$ cat src/mul_defines.svh
/*
 * Build-time configuration of the lane-parallel multiply unit.
 * Include it wherever operand widths, lane count or queue depth are needed.
 */
`ifndef MUL_DEFINES_SVH
`define MUL_DEFINES_SVH

// Operand width of each lane
`define MUL_WIDTH 16

// Number of lanes handled by one request
`define MUL_LANES 2

// Queue entries, also the issuer's credit count after reset
`define MUL_QUEUE_DEPTH 4

// Width of the request tag carried through to the response
`define MUL_TAG_WIDTH 4

// 1 treats operands as two's complement, 0 as unsigned
`define MUL_SIGNED 1

`endif

$ cat src/mul_pkg.sv
/*
 * Shared types of the multiply unit: opcode, executor states and lane data.
 * Import it with a wildcard import in the module header.
 */
`default_nettype none

`include "mul_defines.svh"

package mul_pkg;

    // Selects which half of each lane product is returned
    typedef enum logic [0:0] {
        op_mul_lo,
        op_mul_hi
    } mul_op_e;

    // Executor sequencing states
    typedef enum logic [1:0] {
        st_idle,
        st_start,
        st_run,
        st_done
    } exec_state_e;

    typedef logic [`MUL_LANES-1:0][`MUL_WIDTH-1:0]   lane_data_t;
    typedef logic [`MUL_LANES-1:0][2*`MUL_WIDTH-1:0] lane_prod_t;

endpackage

`default_nettype wire

$ cat src/mul_req_issue.sv
/*
 * Request issuer. Accepts external requests and pushes them into the queue,
 * spending one credit per push and regaining one per credit_return pulse.
 */
`default_nettype none

`include "mul_defines.svh"

module mul_req_issue import mul_pkg::*; (
    input  logic                      clk,
    input  logic                      reset,
    input  logic                      req_valid,
    output logic                      req_ready,
    input  mul_op_e                   req_op,
    input  logic [`MUL_TAG_WIDTH-1:0] req_tag,
    input  lane_data_t                req_a,
    input  lane_data_t                req_b,
    output logic                      push,
    output mul_op_e                   push_op,
    output logic [`MUL_TAG_WIDTH-1:0] push_tag,
    output lane_data_t                push_a,
    output lane_data_t                push_b,
    input  logic                      credit_return
);
    localparam int CNT_W = $clog2(`MUL_QUEUE_DEPTH + 1);

    logic [CNT_W-1:0] credits_q;

    // Ready as long as one free queue slot is known to exist
    assign req_ready = (credits_q != '0);
    assign push      = req_valid && req_ready;

    assign push_op  = req_op;
    assign push_tag = req_tag;
    assign push_a   = req_a;
    assign push_b   = req_b;

    // A push and a returned credit in the same cycle cancel out
    always_ff @(posedge clk) begin
        if (reset) begin
            credits_q <= CNT_W'(`MUL_QUEUE_DEPTH);
        end else begin
            case ({push, credit_return})
                2'b10:   credits_q <= credits_q - 1'b1;
                2'b01:   credits_q <= credits_q + 1'b1;
                default: credits_q <= credits_q;
            endcase
        end
    end

endmodule

`default_nettype wire

$ cat src/mul_req_queue.sv
/*
 * Circular buffer of pending multiply requests between issuer and executor.
 * Presents the head entry and returns one credit to the issuer per pop.
 */
`default_nettype none

`include "mul_defines.svh"

module mul_req_queue import mul_pkg::*; (
    input  logic                      clk,
    input  logic                      reset,
    input  logic                      push,
    input  mul_op_e                   push_op,
    input  logic [`MUL_TAG_WIDTH-1:0] push_tag,
    input  lane_data_t                push_a,
    input  lane_data_t                push_b,
    output logic                      q_valid,
    output mul_op_e                   q_op,
    output logic [`MUL_TAG_WIDTH-1:0] q_tag,
    output lane_data_t                q_a,
    output lane_data_t                q_b,
    input  logic                      pop,
    output logic                      credit_return
);
    localparam int DEPTH = `MUL_QUEUE_DEPTH;
    localparam int PTR_W = (DEPTH > 1) ? $clog2(DEPTH) : 1;
    localparam int CNT_W = $clog2(DEPTH + 1);

    mul_op_e                   op_mem  [DEPTH];
    logic [`MUL_TAG_WIDTH-1:0] tag_mem [DEPTH];
    lane_data_t                a_mem   [DEPTH];
    lane_data_t                b_mem   [DEPTH];

    logic [PTR_W-1:0] wr_ptr_q;
    logic [PTR_W-1:0] rd_ptr_q;
    logic [CNT_W-1:0] count_q;

    always_ff @(posedge clk) begin
        if (push) begin
            op_mem[wr_ptr_q]  <= push_op;
            tag_mem[wr_ptr_q] <= push_tag;
            a_mem[wr_ptr_q]   <= push_a;
            b_mem[wr_ptr_q]   <= push_b;
        end
    end

    // Pointers wrap explicitly so the depth need not be a power of two
    always_ff @(posedge clk) begin
        if (reset) begin
            wr_ptr_q <= '0;
            rd_ptr_q <= '0;
            count_q  <= '0;
        end else begin
            if (push) begin
                wr_ptr_q <= (wr_ptr_q == PTR_W'(DEPTH - 1)) ? '0 : wr_ptr_q + 1'b1;
            end
            if (pop) begin
                rd_ptr_q <= (rd_ptr_q == PTR_W'(DEPTH - 1)) ? '0 : rd_ptr_q + 1'b1;
            end
            case ({push, pop})
                2'b10:   count_q <= count_q + 1'b1;
                2'b01:   count_q <= count_q - 1'b1;
                default: count_q <= count_q;
            endcase
        end
    end

    assign q_valid = (count_q != '0);
    assign q_op    = op_mem[rd_ptr_q];
    assign q_tag   = tag_mem[rd_ptr_q];
    assign q_a     = a_mem[rd_ptr_q];
    assign q_b     = b_mem[rd_ptr_q];

    // Every popped slot becomes free again for the issuer
    assign credit_return = pop;

endmodule

`default_nettype wire

$ cat src/serial_mul.sv
/*
 * Iterative shift-and-add multiplier for several lanes in parallel.
 * Pulse strobe with the operands loaded; busy stays high for WIDTH cycles
 * and result holds the full products until the next strobe.
 */
`default_nettype none

module serial_mul #(
    parameter int WIDTH  = 16,
    parameter int LANES  = 1,
    parameter int SIGNED = 0
) (
    input  logic                            clk,
    input  logic                            reset,
    input  logic                            strobe,
    output logic                            busy,
    input  logic [LANES-1:0][WIDTH-1:0]     dataa,
    input  logic [LANES-1:0][WIDTH-1:0]     datab,
    output logic [LANES-1:0][2*WIDTH-1:0]   result
);
    localparam int CNT_W = (WIDTH > 1) ? $clog2(WIDTH) : 1;

    logic [CNT_W-1:0] cntr_q;
    logic             busy_q;

    // One counter paces all lanes at one multiplier bit per cycle
    always_ff @(posedge clk) begin
        if (reset) begin
            busy_q <= 1'b0;
            cntr_q <= '0;
        end else if (strobe) begin
            busy_q <= 1'b1;
            cntr_q <= CNT_W'(WIDTH - 1);
        end else if (busy_q) begin
            cntr_q <= cntr_q - 1'b1;
            if (cntr_q == '0) begin
                busy_q <= 1'b0;
            end
        end
    end

    assign busy = busy_q;

    for (genvar i = 0; i < LANES; i++) begin : g_lane
        logic [WIDTH-1:0]   a_q;
        logic [WIDTH-1:0]   b_q;
        logic [2*WIDTH-1:0] p_q;
        logic [WIDTH-1:0]   axb;
        logic [WIDTH:0]     addend;

        // Partial product of the multiplier bit currently at the bottom of b_q
        assign axb = b_q[0] ? a_q : '0;

        if (SIGNED != 0) begin : g_signed
            localparam logic [2*WIDTH-1:0] CORR =
                {1'b1, {(WIDTH-2){1'b0}}, 1'b1, {WIDTH{1'b0}}};

            // In Baugh-Wooley form the sign row is negated and other rows flip their top bit
            assign addend = (cntr_q == '0) ?
                {1'b0, axb[WIDTH-1], ~axb[WIDTH-2:0]} :
                {1'b0, ~axb[WIDTH-1], axb[WIDTH-2:0]};
            assign result[i] = p_q + CORR;
        end else begin : g_unsigned
            assign addend    = {1'b0, axb};
            assign result[i] = p_q;
        end

        // Add into the upper half and shift the whole product right in one step
        always_ff @(posedge clk) begin
            if (strobe) begin
                a_q <= dataa[i];
                b_q <= datab[i];
                p_q <= '0;
            end else if (busy_q) begin
                b_q                      <= b_q >> 1;
                p_q[WIDTH-2:0]           <= p_q[WIDTH-1:1];
                p_q[2*WIDTH-1:WIDTH-1]   <= {1'b0, p_q[2*WIDTH-1:WIDTH]} + addend;
            end
        end
    end

endmodule

`default_nettype wire

$ cat src/mul_exec.sv
/*
 * Multiply executor. Pops one request at a time, runs it on the serial
 * multiplier and holds the selected product halves until the response is taken.
 */
`default_nettype none

`include "mul_defines.svh"

module mul_exec import mul_pkg::*; (
    input  logic                      clk,
    input  logic                      reset,
    input  logic                      q_valid,
    input  mul_op_e                   q_op,
    input  logic [`MUL_TAG_WIDTH-1:0] q_tag,
    input  lane_data_t                q_a,
    input  lane_data_t                q_b,
    output logic                      pop,
    output logic                      resp_valid,
    input  logic                      resp_ready,
    output logic [`MUL_TAG_WIDTH-1:0] resp_tag,
    output lane_data_t                resp_data
);
    exec_state_e               state_q;
    exec_state_e               state_d;
    mul_op_e                   op_q;
    logic [`MUL_TAG_WIDTH-1:0] tag_q;
    lane_data_t                a_q;
    lane_data_t                b_q;
    logic                      strobe;
    logic                      busy;
    lane_prod_t                prod;

    assign pop    = (state_q == st_idle) && q_valid;
    assign strobe = (state_q == st_start);

    always_comb begin
        state_d = state_q;
        case (state_q)
            st_idle:  if (q_valid) state_d = st_start;
            st_start: state_d = st_run;
            // Busy is already high in the first run cycle
            st_run:   if (!busy) state_d = st_done;
            st_done:  if (resp_ready) state_d = st_idle;
            default:  state_d = st_idle;
        endcase
    end

    always_ff @(posedge clk) begin
        if (reset) begin
            state_q <= st_idle;
        end else begin
            state_q <= state_d;
        end
    end

    // Request payload is captured on pop since the queue head moves on
    always_ff @(posedge clk) begin
        if (pop) begin
            op_q  <= q_op;
            tag_q <= q_tag;
            a_q   <= q_a;
            b_q   <= q_b;
        end
    end

    serial_mul #(
        .WIDTH  (`MUL_WIDTH),
        .LANES  (`MUL_LANES),
        .SIGNED (`MUL_SIGNED)
    ) serial_mul_i (
        .clk    (clk),
        .reset  (reset),
        .strobe (strobe),
        .busy   (busy),
        .dataa  (a_q),
        .datab  (b_q),
        .result (prod)
    );

    assign resp_valid = (state_q == st_done);
    assign resp_tag   = tag_q;

    always_comb begin
        for (int i = 0; i < `MUL_LANES; i++) begin
            if (op_q == op_mul_hi) begin
                resp_data[i] = prod[i][2*`MUL_WIDTH-1:`MUL_WIDTH];
            end else begin
                resp_data[i] = prod[i][`MUL_WIDTH-1:0];
            end
        end
    end

endmodule

`default_nettype wire

$ cat src/mul_unit_top.sv
/*
 * Top level of the lane-parallel multiply unit.
 * Requests pass issuer, credit-controlled queue and executor in order.
 */
`default_nettype none

`include "mul_defines.svh"

module mul_unit_top import mul_pkg::*; (
    input  logic                      clk,
    input  logic                      reset,
    input  logic                      req_valid,
    output logic                      req_ready,
    input  mul_op_e                   req_op,
    input  logic [`MUL_TAG_WIDTH-1:0] req_tag,
    input  lane_data_t                req_a,
    input  lane_data_t                req_b,
    output logic                      resp_valid,
    input  logic                      resp_ready,
    output logic [`MUL_TAG_WIDTH-1:0] resp_tag,
    output lane_data_t                resp_data
);
    // Issuer to queue
    logic                      push;
    mul_op_e                   push_op;
    logic [`MUL_TAG_WIDTH-1:0] push_tag;
    lane_data_t                push_a;
    lane_data_t                push_b;
    logic                      credit_return;

    // Queue to executor
    logic                      q_valid;
    mul_op_e                   q_op;
    logic [`MUL_TAG_WIDTH-1:0] q_tag;
    lane_data_t                q_a;
    lane_data_t                q_b;
    logic                      pop;

    mul_req_issue mul_req_issue_i (
        .clk           (clk),
        .reset         (reset),
        .req_valid     (req_valid),
        .req_ready     (req_ready),
        .req_op        (req_op),
        .req_tag       (req_tag),
        .req_a         (req_a),
        .req_b         (req_b),
        .push          (push),
        .push_op       (push_op),
        .push_tag      (push_tag),
        .push_a        (push_a),
        .push_b        (push_b),
        .credit_return (credit_return)
    );

    mul_req_queue mul_req_queue_i (
        .clk           (clk),
        .reset         (reset),
        .push          (push),
        .push_op       (push_op),
        .push_tag      (push_tag),
        .push_a        (push_a),
        .push_b        (push_b),
        .q_valid       (q_valid),
        .q_op          (q_op),
        .q_tag         (q_tag),
        .q_a           (q_a),
        .q_b           (q_b),
        .pop           (pop),
        .credit_return (credit_return)
    );

    mul_exec mul_exec_i (
        .clk        (clk),
        .reset      (reset),
        .q_valid    (q_valid),
        .q_op       (q_op),
        .q_tag      (q_tag),
        .q_a        (q_a),
        .q_b        (q_b),
        .pop        (pop),
        .resp_valid (resp_valid),
        .resp_ready (resp_ready),
        .resp_tag   (resp_tag),
        .resp_data  (resp_data)
    );

endmodule

`default_nettype wire

$ cat config.mk
export PLATFORM = sky130hd
export DESIGN_NAME = mul_unit_top
export DESIGN_NICKNAME = d
export VERILOG_FILES = /design/src/mul_pkg.sv /design/src/mul_req_issue.sv /design/src/mul_req_queue.sv /design/src/serial_mul.sv /design/src/mul_exec.sv /design/src/mul_unit_top.sv
export VERILOG_INCLUDE_DIRS = /design/src
export SDC_FILE = /design/constraint.sdc
export NUM_CORES = 1
export LEC_CHECK = 0
export ABC_AREA = 1
export BUFFER_PORTS_ARGS = -buffer_cell sky130_fd_sc_hd__buf_4
export CORE_ASPECT_RATIO = 1.2
export CORE_MARGIN = 4
export CORE_UTILIZATION = 55
export CTS_CLUSTER_DIAMETER = 60
export DETAILED_ROUTE_END_ITERATION = 10
export GPL_TIMING_DRIVEN = 0
export PLACE_DENSITY_LB_ADDON = 0.15
export SKIP_CTS_REPAIR_TIMING = 1
export SYNTH_ARGS = -nofsm -noshare
export SYNTH_HDL_FRONTEND = slang
export SYNTH_HIERARCHICAL = 1
export SYNTH_SLANG_ARGS = --single-unit
$ cat constraint.sdc
create_clock -name clk -period 3.25 [get_ports clk]
set_input_delay 0.65 -clock clk [delete_from_list [all_inputs] [get_ports clk]]
set_output_delay 0.65 -clock clk [all_outputs]
set_load 0.01 [all_outputs]
After elaboration in Yosys (flattened, before gate mapping):

Memory sizes are Yosys's and may differ from the RTL's. A register that Yosys moved wholly into a read port is not among the register bits.
Index checks and enable logic that the tools add are counted.

* register bits after elaboration: 145
* memory bits (writable): 276
* bits of input ports: 73
* output and inout port bits: 38
* word-level logic and storage cells: 76
* memories kept: 4

Memory list
* mul_req_queue_i.a_mem: words 4, bits a word 32, read ports 1, clocked after memory_dff 1, write ports 1, line mul_req_queue.sv:31 `lane_data_t a_mem [DEPTH];`
* mul_req_queue_i.b_mem: words 4, bits a word 32, read ports 1, clocked after memory_dff 1, write ports 1, line mul_req_queue.sv:32 `lane_data_t b_mem [DEPTH];`
* mul_req_queue_i.tag_mem: words 4, bits a word 4, read ports 1, clocked after memory_dff 1, write ports 1, line mul_req_queue.sv:30 `` logic [`MUL_TAG_WIDTH-1:0] tag_mem [DEPTH]; ``
* mul_req_queue_i.op_mem: words 4, bits a word 1, read ports 1, clocked after memory_dff 1, write ports 1, line mul_req_queue.sv:29 `mul_op_e op_mem [DEPTH];`

* add/subtract/negate cells: 11
* eq/ne operators: 10
* mux-type cells: 25
* bitwise logic cells: 4
* reduce and logical (&&, ||, !) cells: 9

Operators with widths (count)
* two-way mux 16 bit: 10
* adder 32 bit (second input constant): 2
* adder 16 x 16 -> 17 bit: 2
* NOT 15 bit: 2
* one-hot mux 3 bit (2 select lines): 2
* == test 2 bit (second input constant): 5
* two-way mux 2 bit: 5
* two-way mux 4 bit: 2
* one-hot mux 2 bit (4 select lines): 1
* adder 3 x 1 -> 3 bit (second input constant): 2
* nonzero test 3 bit: 2
* subtractor 3 x 1 -> 3 bit (second input constant): 2
* two-way mux 1 bit: 5
* adder 2 x 1 -> 2 bit (second input constant): 2
* == test 2 x 1 -> 1 bit (second input constant): 2
* logical NOT 4 bit: 1
* != test 2 x 1 -> 1 bit (second input constant): 2
* nonzero test 2 bit: 2
* subtractor 4 x 1 -> 4 bit (second input constant): 1
* AND reduction 3 bit: 1
* logical AND 1 bit: 2
* logical NOT 2 bit: 1
* != test 2 bit (second input constant): 1
* NOT 1 bit: 2

Depth between registers and ports, before layout:

Gate-level depths: netlist of run 1.

* word-level depth: 4
* mapped depth: 17
* depth with buffers taken out: 16

By module:

The synthesis of run 1 kept the hierarchy.

Modules (own cells, without submodules)
* mul_req_queue: times used 1, cells an instance 728, area an instance 10702.8 um2, seq. area each 8468.1 um2
* serial_mul: times used 1, cells an instance 1025, area an instance 7791.2 um2, seq. area each 3303.2 um2
* mul_exec: times used 1, cells an instance 132, area an instance 2790.2 um2, seq. area each 2112.0 um2
* mul_req_issue: times used 1, cells an instance 94, area an instance 703.2 um2, seq. area each 60.1 um2

Worst setup path before layout of run 1:

No wires, ideal clock.

* path kind: register -> register
* start point: register mul_exec_i.state_q[0]
* end point: register mul_req_issue_i.credits_q[2]
* library setup time: 120 ps
* data arrival time: 3164 ps
* data required time: 3130 ps
* setup slack: -34 ps
* stages on the path, launching flop included: 13
* buffers on the path: 1
* clock period less this slack: 3284 ps
* path through: dfxtp_1 inv_1 ha_1 nand2_1 inv_1 buf_4 ha_1 inv_2 fa_1 nand2_2 nand3_1 nand2_1 nand3_1

* cells in the longest elaborated chain, start to end: 4
* elaborated cells on any way between the ends: 6
* those cells by class: eq/ne: 2; mux: 1; reduce/logical: 3

Ends and longest elaborated chain
* from (decl): line mul_exec.sv:23 `exec_state_e state_q;`
* from (signal assigned): line mul_exec.sv:50 `state_q <= st_idle;`
* from (signal assigned): line mul_exec.sv:52 `state_q <= state_d;`
* logical NOT 2 bit (*): line mul_exec.sv:33 `assign pop = (state_q == st_idle) && q_valid;`
* logical AND 1 bit (*): line mul_exec.sv:33
* via pop: line mul_unit_top.sv:37 `logic pop;`
* == test 2 x 1 -> 1 bit / == test 2 bit (equally long branches): line mul_req_issue.sv:43 `case ({push, credit_return})`
* one-hot mux 3 bit (2 select lines) / nonzero test 2 bit (equally long branches)
* to (signal assigned): line mul_req_issue.sv:44 `2'b10: credits_q <= credits_q - 1'b1;`
* to (signal assigned): line mul_req_issue.sv:45 `2'b01: credits_q <= credits_q + 1'b1;`
* to (signal assigned): line mul_req_issue.sv:46 `default: credits_q <= credits_q;`
* to (decl): line mul_req_issue.sv:27 `logic [CNT_W-1:0] credits_q;`

The timed path passes the listed nets; every way through them passes the cells marked *.
A chain may end at the register's enable or synchronous reset.

==> results.md, run 1 <==
- Yosys top cell by area: edfxtp_1
- Die height: between 200 and 250 um
- Max-Cap Viols: 0
- Fillcell total: roughly 3100
- Ports: approximately 110
- Type of origin of the critical path: flop
- CTS Sinks: between 400 and 500
- Max Slew Vio Count: 0
- Setup repair after global routing missed its margin: no
- Least-Margin Pin Slew: 0.862 ns
- Initial antenna violation count: 2
- I/O Buffers: 41
- Final setup skew: roughly 0.013 ns
- Endpoint type of the worst setup path: output port
- Latest clock arrival within the worst-skew pair: between 0.5 and 0.6 ns
- Final hold violations: 0
- Most common cell after layout, fill and taps aside: edfxtp_1
- CP arrival: about 2.4 ns
- Final setup viols: 0
- Placed wire-length estimate: between 30 and 40 mm
- DR vias/cell: ~5.2
- Pwr dens: approximately 1000 nW/um^2
- Max VDD drop: 652 uV
- Required time of the critical path: 2.60 ns
- Synthesized area: around 22000 um^2
- Total CTS buffers: 48
- Tmin final: around 3.0 ns
- Post-detailed-route wirelength per cell: 17.0 um
- Nets: about 2200
- Routability cong.: about 0.88
- Clock root cell: clkbuf_16
- Global route total overflow: 0
- Ratio of final minimum period to clock period: between 90 and 100%
- Area of the core: 39100 um^2
- Leak: 0.00981 uW
- Rows: between 70 and 80
- Register area share after synthesis: ~63%
- DRT iter0 DRCs: roughly 920
- Yosys reg bits: 492
- Die area: roughly 43000 um^2
- Mean Syn Cell Area: roughly 11 um^2
- Vias in the first global route: approximately 14000
- Clock-pin slew on the worst setup and hold paths: ~0.060 ns
- # H-tree levels: 2
- Initial Utilization: a little under three fifths
- Largest net degree at the start of global routing: 50
- First-pass GRT wire length: a little over 70 mm
- Synth Instances: just under 2000
- Worst slew margin: a little over two fifths
- CTS tree: built
- Synth top area cells: edfxtp_1 56%, dfxtp_1 7.6%, nand2_1 6.1%, buf_4 3.7%, nor2_1 3.5%
- Fmax: 330 MHz
- WL final: ~45 mm
- Max FO, Critical Path: 4
- Synth-to-layout area growth: 12.1%
- DRT antenna net count: 0
- Hold Path Class: in -> reg
- Mapped Nets: 2104
- Commonest non-fill, non-tap cells in the layout: 409 x edfxtp_1, 357 x nand2_1, 203 x nor2_1
- Synth cell types: 40
- Yosys top cell area share: between 50% and 60%
- Drt drc: 0
- First-pass iteration count of the detailed router: 5
- Share of cells above drive strength 1: 16.1%
- Crit Path Class: reg -> out
- Via Count: about 14000
- Worst-case clock buffer depth: 3
- Hold slack: 0.280 ns
- Post-layout util: between 60% and 70%
- Die Span X: approximately 190 um
- Yosys synthesis warning count: 6
- Status: finished, final reports clean
- Gr usage total: between 20% and 30%
-- flip-flops by register name, summed over array words and instances, names as in the netlist, named ones only --
| name | flops |
|---|---|
| mul_exec_i/a_q | 32 |
| mul_exec_i/b_q | 32 |
| mul_exec_i/op_q | 1 |
| mul_exec_i/resp_tag | 4 |
| mul_exec_i/serial_mul_i/busy | 1 |
| mul_exec_i/serial_mul_i/cntr_q | 4 |
| mul_exec_i/serial_mul_i/g_lane.a_q | 32 |
| mul_exec_i/serial_mul_i/g_lane.b_q | 32 |
| mul_exec_i/serial_mul_i/g_lane.p_q | 64 |
| mul_exec_i/state_q | 2 |
| mul_req_issue_i/credits_q | 3 |
| mul_req_queue_i/a_mem | 128 |
| mul_req_queue_i/b_mem | 128 |
| mul_req_queue_i/count_q | 3 |
| mul_req_queue_i/op_mem | 4 |
| mul_req_queue_i/rd_ptr_q | 2 |
| mul_req_queue_i/tag_mem | 16 |
| mul_req_queue_i/wr_ptr_q | 2 |
-- cells by family after synthesis --
group	Yosys count	share of synthesized area, %
and+or+nand+nor	650	12.0
DFF	492	63.4
buffers and inverters	374	9.08
AOI/OAI and AO/OA	319	7.91
xor gates and xnor gates	60	2.39
adders and majority gates	52	3.10
muxes	32	2.15
-- layout make-up --
class / instances / area, um^2 / area share (%)
multi-input cells: 1113 / 6060 / 24.6
well taps: 526 / 658 / 2.67
plain buffers: 178 / 1270 / 5.14
clock buffers: 55 / 1230 / 4.98
inverters: 196 / 752 / 3.05
clock inverters: 32 / 255 / 1.04
flip-flops and latches: 492 / 13900 / 56.6
repair buffers: 48 / 485 / 1.97
diodes: 1 / 2.50 / 0.0102
-- worst max-delay path, stage by stage, from the launching register on --
cell     delay [ns]
dfxtp_1        0.39
ha_1           0.19
nand2_1        0.07
inv_1          0.09
nand4_2        0.11
nor2_2         0.13
nand2_1        0.10
nor2_2         0.12
nand2_1        0.07
xor2_1         0.15
mux2_4         0.25
buf_4          0.14
-- report_power, final --
part           leakage [uW]  switching (uW)  internal [uW]
clock network      0.000716            2310           2900
registers           0.00446             656           8890
logic               0.00463            6640           3730
total               0.00981            9610          15500
-- synth_stat cells --
library cell  instances
a21oi_1              44
a221oi_1              1
a31oi_1               3
and2_1                1
buf_12                3
buf_2                21
buf_4               109
buf_6                12
buf_8                 1
clkbuf_1             29
clkbuf_2              3
dfxtp_1              83
edfxtp_1            409
fa_1                  4
ha_1                 48
inv_1               188
inv_2                 7
inv_4                 1
mux2_2                2
mux2_4               30
nand2_1             357
nand2_2               5
nand3_1              48
nand3_2               3
nand4_1               8
nand4_2               2
nor2_1              203
nor2_2                8
nor2_4                2
nor3_1                7
o211ai_1              1
o21ai_0             113
o21ai_1              53
o221ai_1              1
o22ai_1             103
or2_0                 1
or2_1                 1
or2_2                 4
xnor2_1               9
xor2_1               51
-- routing by layer --
| metal | track usage [%] | routed length (um) |
|---|---|---|
| met2 | 36.4 | 22400 |
| met3 | 3.97 | 2720 |
| met5 | 0 | 25 |
| met1 | 26.9 | 18800 |
| met4 | 4.98 | 908 |
-- through the flow --
step | instance area, um^2 | total power, uW | setup slack (ns) | setup TNS [ns] | instances
after floorplan | 22000 | 16900 | 0.152 | 0 | 1979
after global placement | 23000 | 19700 | -1.09 | -225.68 | 2546
after detailed placement | 23100 | 20000 | 0.0949 | 0 | 2553
after CTS | 24600 | 25300 | 0.0619 | 0 | 2640
after global routing | 24700 | 27000 | 0.00645 | 0 | 2640
final | 24700 | 25100 | 0.216 | 0 | 2641
-- path summary, 6_finish.rpt --
kind | start | endpoint | slack, ns | depth (start not counted)
setup / recovery | mul_exec_i/serial_mul_i/g_lane[1].p_q[17] | resp_data[30] | 0.22 | 11
hold / removal | req_b[8] | mul_req_queue_i/b_mem[0][8] | 0.28 | 1
setup reg to reg | mul_exec_i/serial_mul_i/cntr_q[0] | mul_exec_i/serial_mul_i/g_lane[0].p_q[27] | 0.30 | 17
hold reg to reg | mul_exec_i/a_q[10] | mul_exec_i/serial_mul_i/g_lane[0].a_q[10] | 0.41 | 0
Note: power is estimated with default switching activity, not from simulation.
==> run 2: changes to the inputs <==
CELL_PAD_IN_SITES_DETAIL_PLACEMENT = 1   (was not set)
CELL_PAD_IN_SITES_GLOBAL_PLACEMENT = 1   (was not set)
CORE_UTILIZATION = 45   (was 55)
==> results.md, run 2 (synthesis gave the netlist of run 1 again) <==
- Commonest non-fill, non-tap cells in the layout: 409 x edfxtp_1, 355 x nand2_1, 203 x nor2_1
- DRT antenna net count: 0 (unchanged)
- Total CTS buffers: 50 (+4.2%)
- Final setup viols: 0 (unchanged)
- Leak: 0.00988 uW (+0.73%)
- Hold path depth: 1 (unchanged)
- Most common cell after layout, fill and taps aside: edfxtp_1
- Area of the core: 48200 um^2 (+23%)
- Tmin final: 3.09 ns (+0.0571 ns)
- Status: finished, final reports clean
- CP max stage delay: 0.37 ns (-0.02 ns)
- Max Slew Vio Count: 0 (unchanged)
- Routability cong.: 0.803 (-9.0%)
- Synth-to-layout area growth: 13.5%
- Crit Reg-Reg Startpoint: mul_exec_i/serial_mul_i/cntr_q[0]
- WL final: 52.6 mm (+17%)
- Hold Path Class: in -> reg
- Initial antenna violation count: 4 (+2)
- Crit Path Class: reg -> out
- Worst slew margin: 42.7% (+0.20 points)
- FF-to-FF path depth: 16 (-1)
- Least-Margin Pin Slew: 0.859 ns (-0.00305 ns)
- Non-filler cells in the finished layout: 2748 (+4.1%)
- Setup repair after global routing missed its margin: no
- Type of origin of the critical path: flop
- Critical path, cell by cell: ha_2 -> nand2_1 -> inv_2 -> nand4_2 -> nor2_2 -> nand2_2 -> nor2_4 -> nand2_1 -> xor2_1 -> mux2_4 -> buf_4
- Share of cells above drive strength 1: 16.7% (+0.59 points)
- Hold path startpoint: req_b[3]
- Largest net degree at the start of global routing: 54 (+8.0%)
- Rows: 88 (+11%)
- Latest clock arrival within the worst-skew pair: 0.60 ns (+0.03 ns)
- First-pass GRT wire length: 83.0 mm (+17%)
- Global route total overflow: 0 (unchanged)
- Fillcell total: 5129 (+64%)
- Pwr dens: 1040 nW/um^2 (+2.1%)
- CTS Sinks: 492 (unchanged)
- Nets: 2204 (+0.091%)
- CTS tree: built
- DRT iter0 DRCs: 657 (-28%)
- Drt drc: 0 (unchanged)
- CP arrival: 2.44 ns (+0.06 ns)
- Clock root cell: clkbuf_16
- Critical path's slowest cell: dfxtp_4
- Die Span X: 210 um (+10%)
- Post-detailed-route wirelength per cell: 19.1 um (+13%)
- Regs by FF count: mul_req_queue_i/a_mem x128, mul_req_queue_i/b_mem x128, mul_exec_i/serial_mul_i/g_lane.p_q x64
- Placed insts: 2657 (+4.1%)
- Die area: 52500 um^2 (+21%)
- Via Count: 14000 (+1.8%)
- Max FO, Critical Path: 4 (unchanged)
- DR vias/cell: 5.11 (-2.2%)
- Max-Cap Viols: 0 (unchanged)
- Final setup skew: 0.0192 ns (+0.00589 ns)
- DP Area: 23300 um^2 (+0.53%)
- Vias in the first global route: 15000 (+11%)
- Endpoint type of the worst setup path: output port
- R2r endpoint: mul_exec_i/serial_mul_i/g_lane[1].p_q[29]
- Worst-case clock buffer depth: 3 (unchanged)
- Flop2flop setup slack: 0.25 ns (-0.05 ns)
- Required time of the critical path: 2.60 ns (about the same)
- I/O Buffers: 41 (unchanged)
- First-pass iteration count of the detailed router: 4 (-1)
- Clock-pin slew on the worst setup and hold paths: 0.06 ns (about the same)
- Gr usage total: 20.0% (-0.70 points)
- Fmax: 324 MHz (-1.8%)
- Placed wire-length estimate: 37.1 mm (+20%)
- Final hold violations: 0 (unchanged)
- Die height: 250 um (+10%)
- Ratio of final minimum period to clock period: 95.1% (+1.8 points)
- Post-route design area: 25000 um^2 (+1.2%)
- # H-tree levels: 2 (unchanged)
- Worst Hold End: mul_req_queue_i/b_mem[3][3]
- Max VDD drop: 464 uV (-29%)
- Crit path top cell by count: nand2_1
- Total Neg Setup Slack: 0 ns (unchanged)
- Initial Utilization: 45.6% (-11 points)
- Ports: 111 (unchanged)
-- run 2: cell count changes in the layout (fill, tap and decap cells not counted), sizes merged --
cell / change
clkinv: -5
buf: -1
clkbuf: +10
inv: -2
bufinv: +2
clkinvlp: -1
-- run 2: how the worst max path moves through the flow --
stage | from | endpoint | cells past startpoint
3_5_place_dp | mul_exec_i/serial_mul_i/cntr_q[0] | mul_exec_i/serial_mul_i/g_lane[0].p_q[27] | 16
5_1_grt | mul_exec_i/serial_mul_i/g_lane[1].p_q[16] | resp_data[30] | 11
2_1_floorplan | mul_exec_i/state_q[1] | mul_exec_i/serial_mul_i/g_lane[0].b_q[0] | 5
6_report | mul_exec_i/serial_mul_i/g_lane[1].p_q[16] | resp_data[30] | 11
3_3_place_gp | mul_exec_i/state_q[1] | mul_exec_i/serial_mul_i/g_lane[1].b_q[15] | 5
4_1_cts | mul_exec_i/serial_mul_i/cntr_q[0] | mul_exec_i/serial_mul_i/g_lane[0].p_q[27] | 17
-- run 2: worst max-delay path, delay by kind of cell, from the launching register on --
family                     cells  cell delay, ns
DFF                            1            0.37
and+or+nand+nor                6            0.68
xor gates and xnor gates       1            0.15
adders and majority gates      1            0.18
muxes                          1            0.25
buffers and inverters          2            0.22
-- run 2: area by class of cell --
cell class	count	area (um^2)	share of cell area, %
Antenna cell	1	2.50	0.0100
Buffer	178	1260	5.06
Clock buffer	64	1360	5.43
Clock inverter	26	295	1.18
Inverter	196	752	3.01
Multi-Input combinational cell	1113	6070	24.3
Sequential cell	492	14000	55.9
Tap cell	630	788	3.16
Timing Repair Buffer	48	478	1.91
-- run 2: metrics by stage --
step	util, %	total power (uW)	setup slack, ns	hold WS, ns
floorplan	-	16900	0.152	0.400
global placement	47.9	20000	-1.42	0.401
detailed placement	48.3	20400	-0.0811	0.406
CTS	51.7	26300	-0.120	0.205
global route	51.8	28000	0.0160	0.210
finish	51.8	26000	0.159	0.243
-- run 2: power by group --
part | switching [uW] | leakage, uW | internal, uW | total [uW]
combinational | 6970 | 0.00462 | 3720 | 10700
clock | 2420 | 0.000794 | 3290 | 5710
sequential | 665 | 0.00446 | 8900 | 9570
total | 10100 | 0.00988 | 15900 | 26000
-- run 2: routing by layer --
layer,routed length [um],GRT usage [%]
met1,21500,24.0
met2,28100,37.7
met3,1980,3.28
met4,991,4.48
met5,47,0
==> run 3: changes to the inputs <==
RECOVER_POWER = 50   (was not set)
==> results.md, run 3 (synthesis gave the netlist of run 1 again) <==
- Status: finished with violations
- Failing checks: capacitance limit, slew limit
- Post-route design area: 24700 um^2 (-1.1%)
- Worst slew margin: -9.33% (-52 points)
- Required time of the critical path: 2.60 ns (about the same)
- DR vias/cell: 5.11 (+0.15%)
- Hold path startpoint: req_b[3]
- First-pass iteration count of the detailed router: 5 (+1)
- Hold path depth: 1 (unchanged)
- Hold Path Class: in -> reg
- Nets: 2204 (unchanged)
- Crit path top cell by count: nand2_1
- Final setup skew: 0.0183 ns (-0.000917 ns)
- # H-tree levels: 2 (unchanged)
- Die height: 250 um (unchanged)
- Setup repair after global routing missed its margin: no
- Via Count: 14100 (+0.15%)
- Die Span X: 210 um (unchanged)
- Max FO, Critical Path: 4 (unchanged)
- FF-to-FF path depth: 16 (unchanged)
- Rows: 88 (unchanged)
- Least-Margin Pin Slew: 1.64 ns (+0.781 ns)
- Final Total Pwr: 25900 uW (-0.25%)
- Most common cell after layout, fill and taps aside: edfxtp_1
- Clock-pin slew on the worst setup and hold paths: 0.06 ns (about the same)
- Final setup viols: 0 (unchanged)
- Vias in the first global route: 15000 (unchanged)
- Routability cong.: 0.803 (unchanged)
- Largest net degree at the start of global routing: 54 (unchanged)
- Crit Path Class: reg -> out
- Critical path's slowest cell: dfxtp_4
- Fmax: 323 MHz (about the same)
- WL final: 52.8 mm (+0.24%)
- Post-detailed-route wirelength per cell: 19.2 um (+0.24%)
- Global route total overflow: 0 (unchanged)
- Share of cells above drive strength 1: 13.2% (-3.5 points)
- Worst Hold End: mul_req_queue_i/b_mem[0][3]
- Critical path, cell by cell: ha_2 -> nand2_1 -> inv_2 -> nand4_2 -> nor2_2 -> nand2_2 -> nor2_4 -> nand2_1 -> xor2_1 -> mux2_4 -> buf_4
- I/O Buffers: 41 (unchanged)
- Pwr dens: 1050 nW/um^2 (+0.84%)
- Placed insts: 2657 (unchanged)
- Placed wire-length estimate: 37.1 mm (unchanged)
- Max VDD drop: 463 uV (-0.17%)
- Max Slew Vio Count: 61 (+61)
- Initial Utilization: 45.6% (unchanged)
- R2r endpoint: mul_exec_i/serial_mul_i/g_lane[1].p_q[29]
- Total CTS buffers: 50 (unchanged)
- Worst-case clock buffer depth: 3 (unchanged)
- Die area: 52500 um^2 (unchanged)
- DRT antenna net count: 0 (unchanged)
- CTS Sinks: 492 (unchanged)
- Regs by FF count: mul_req_queue_i/a_mem x128, mul_req_queue_i/b_mem x128, mul_exec_i/serial_mul_i/g_lane.p_q x64
- First-pass GRT wire length: 83.0 mm (unchanged)
- Gr usage total: 20.0% (unchanged)
- CTS tree: built
- Fillcell total: 5180 (+0.99%)
- Endpoint type of the worst setup path: output port
- Leak: 0.00963 uW (-2.6%)
- DP Area: 23300 um^2 (unchanged)
- Synth-to-layout area growth: 12.3%
- Final hold violations: 0 (unchanged)
- Flop2flop setup slack: 0.26 ns (about the same)
- Tmin final: 3.09 ns (+0.00168 ns)
- Non-filler cells in the finished layout: 2748 (unchanged)
- Initial antenna violation count: 3 (-1)
- Commonest non-fill, non-tap cells in the layout: 409 x edfxtp_1, 356 x nand2_1, 203 x nor2_1
- DRT iter0 DRCs: 649 (-1.2%)
- Type of origin of the critical path: flop
- Max-Cap Viols: 2 (+2)
- CP arrival: 2.44 ns (about the same)
- Area of the core: 48200 um^2 (unchanged)
- Latest clock arrival within the worst-skew pair: 0.60 ns (about the same)
- Crit Reg-Reg Startpoint: mul_exec_i/serial_mul_i/cntr_q[0]
- Ports: 111 (unchanged)
- CP max stage delay: 0.37 ns (about the same)
- Drt drc: 0 (unchanged)
- Ratio of final minimum period to clock period: 95.1% (about the same)
- Clock root cell: clkbuf_16
## run 3: how the worst max path moves through the flow
| stage | start | endpoint | slack, ns | cells after the start |
|---|---|---|---|---|
| 6_report | mul_exec_i/serial_mul_i/g_lane[1].p_q[16] | resp_data[30] | 0.16 | 11 |
| 5_1_grt | mul_exec_i/serial_mul_i/g_lane[1].p_q[16] | resp_data[30] | 0.02 | 11 |
| 4_1_cts | mul_exec_i/serial_mul_i/cntr_q[0] | mul_exec_i/serial_mul_i/g_lane[0].p_q[27] | -0.12 | 17 |
| 3_5_place_dp | mul_exec_i/serial_mul_i/cntr_q[0] | mul_exec_i/serial_mul_i/g_lane[0].p_q[27] | -0.08 | 16 |
| 3_3_place_gp | mul_exec_i/state_q[1] | mul_exec_i/serial_mul_i/g_lane[1].b_q[15] | -1.42 | 5 |
| 2_1_floorplan | mul_exec_i/state_q[1] | mul_exec_i/serial_mul_i/g_lane[0].b_q[0] | 0.15 | 5 |
## run 3: final cells by class
class	count	area (um^2)	share of cell area [%]
Antenna cell	1	2.50	0.0101
Multi-Input combinational cell	1113	6070	24.6
Clock buffer	64	1360	5.49
Sequential cell	492	14000	56.5
Tap cell	630	788	3.19
Buffer	178	1000	4.06
Timing Repair Buffer	48	478	1.94
Clock inverter	26	295	1.20
Inverter	196	746	3.02
## run 3: stage by stage
step                hold slack [ns]  utilization, %  setup slack [ns]  TNS, ns
global placement              0.401            47.9             -1.42  -285.04
global route                  0.286            51.2            0.0160        0
detailed placement            0.406            48.3           -0.0811   -0.142
floorplan                     0.400               -             0.152        0
CTS                           0.205            51.7            -0.120   -0.246
finish                        0.294            51.2             0.158        0
## run 3: where the power goes
part           switching [uW]  internal, uW
clock                    2420          3290
sequential                661          8910
combinational            6950          3660
## run 3: worst max-delay path, delay by kind of cell, from the launching register on
family	cells	cell delay (ns)
simple gates	6	0.68
flops	1	0.37
mux	1	0.25
buf+inv	2	0.22
fa+ha+maj	1	0.18
xor+xnor	1	0.15
## run 3: layer usage
layer / vias up / routed length, um / GRT usage [%]
met5: - / 27 / 0
met4: 4 / 1000 / 4.48
met3: 73 / 1890 / 3.28
met2: 219 / 28100 / 37.7
met1: 6920 / 21700 / 24.0
li1: 6837 / - / -
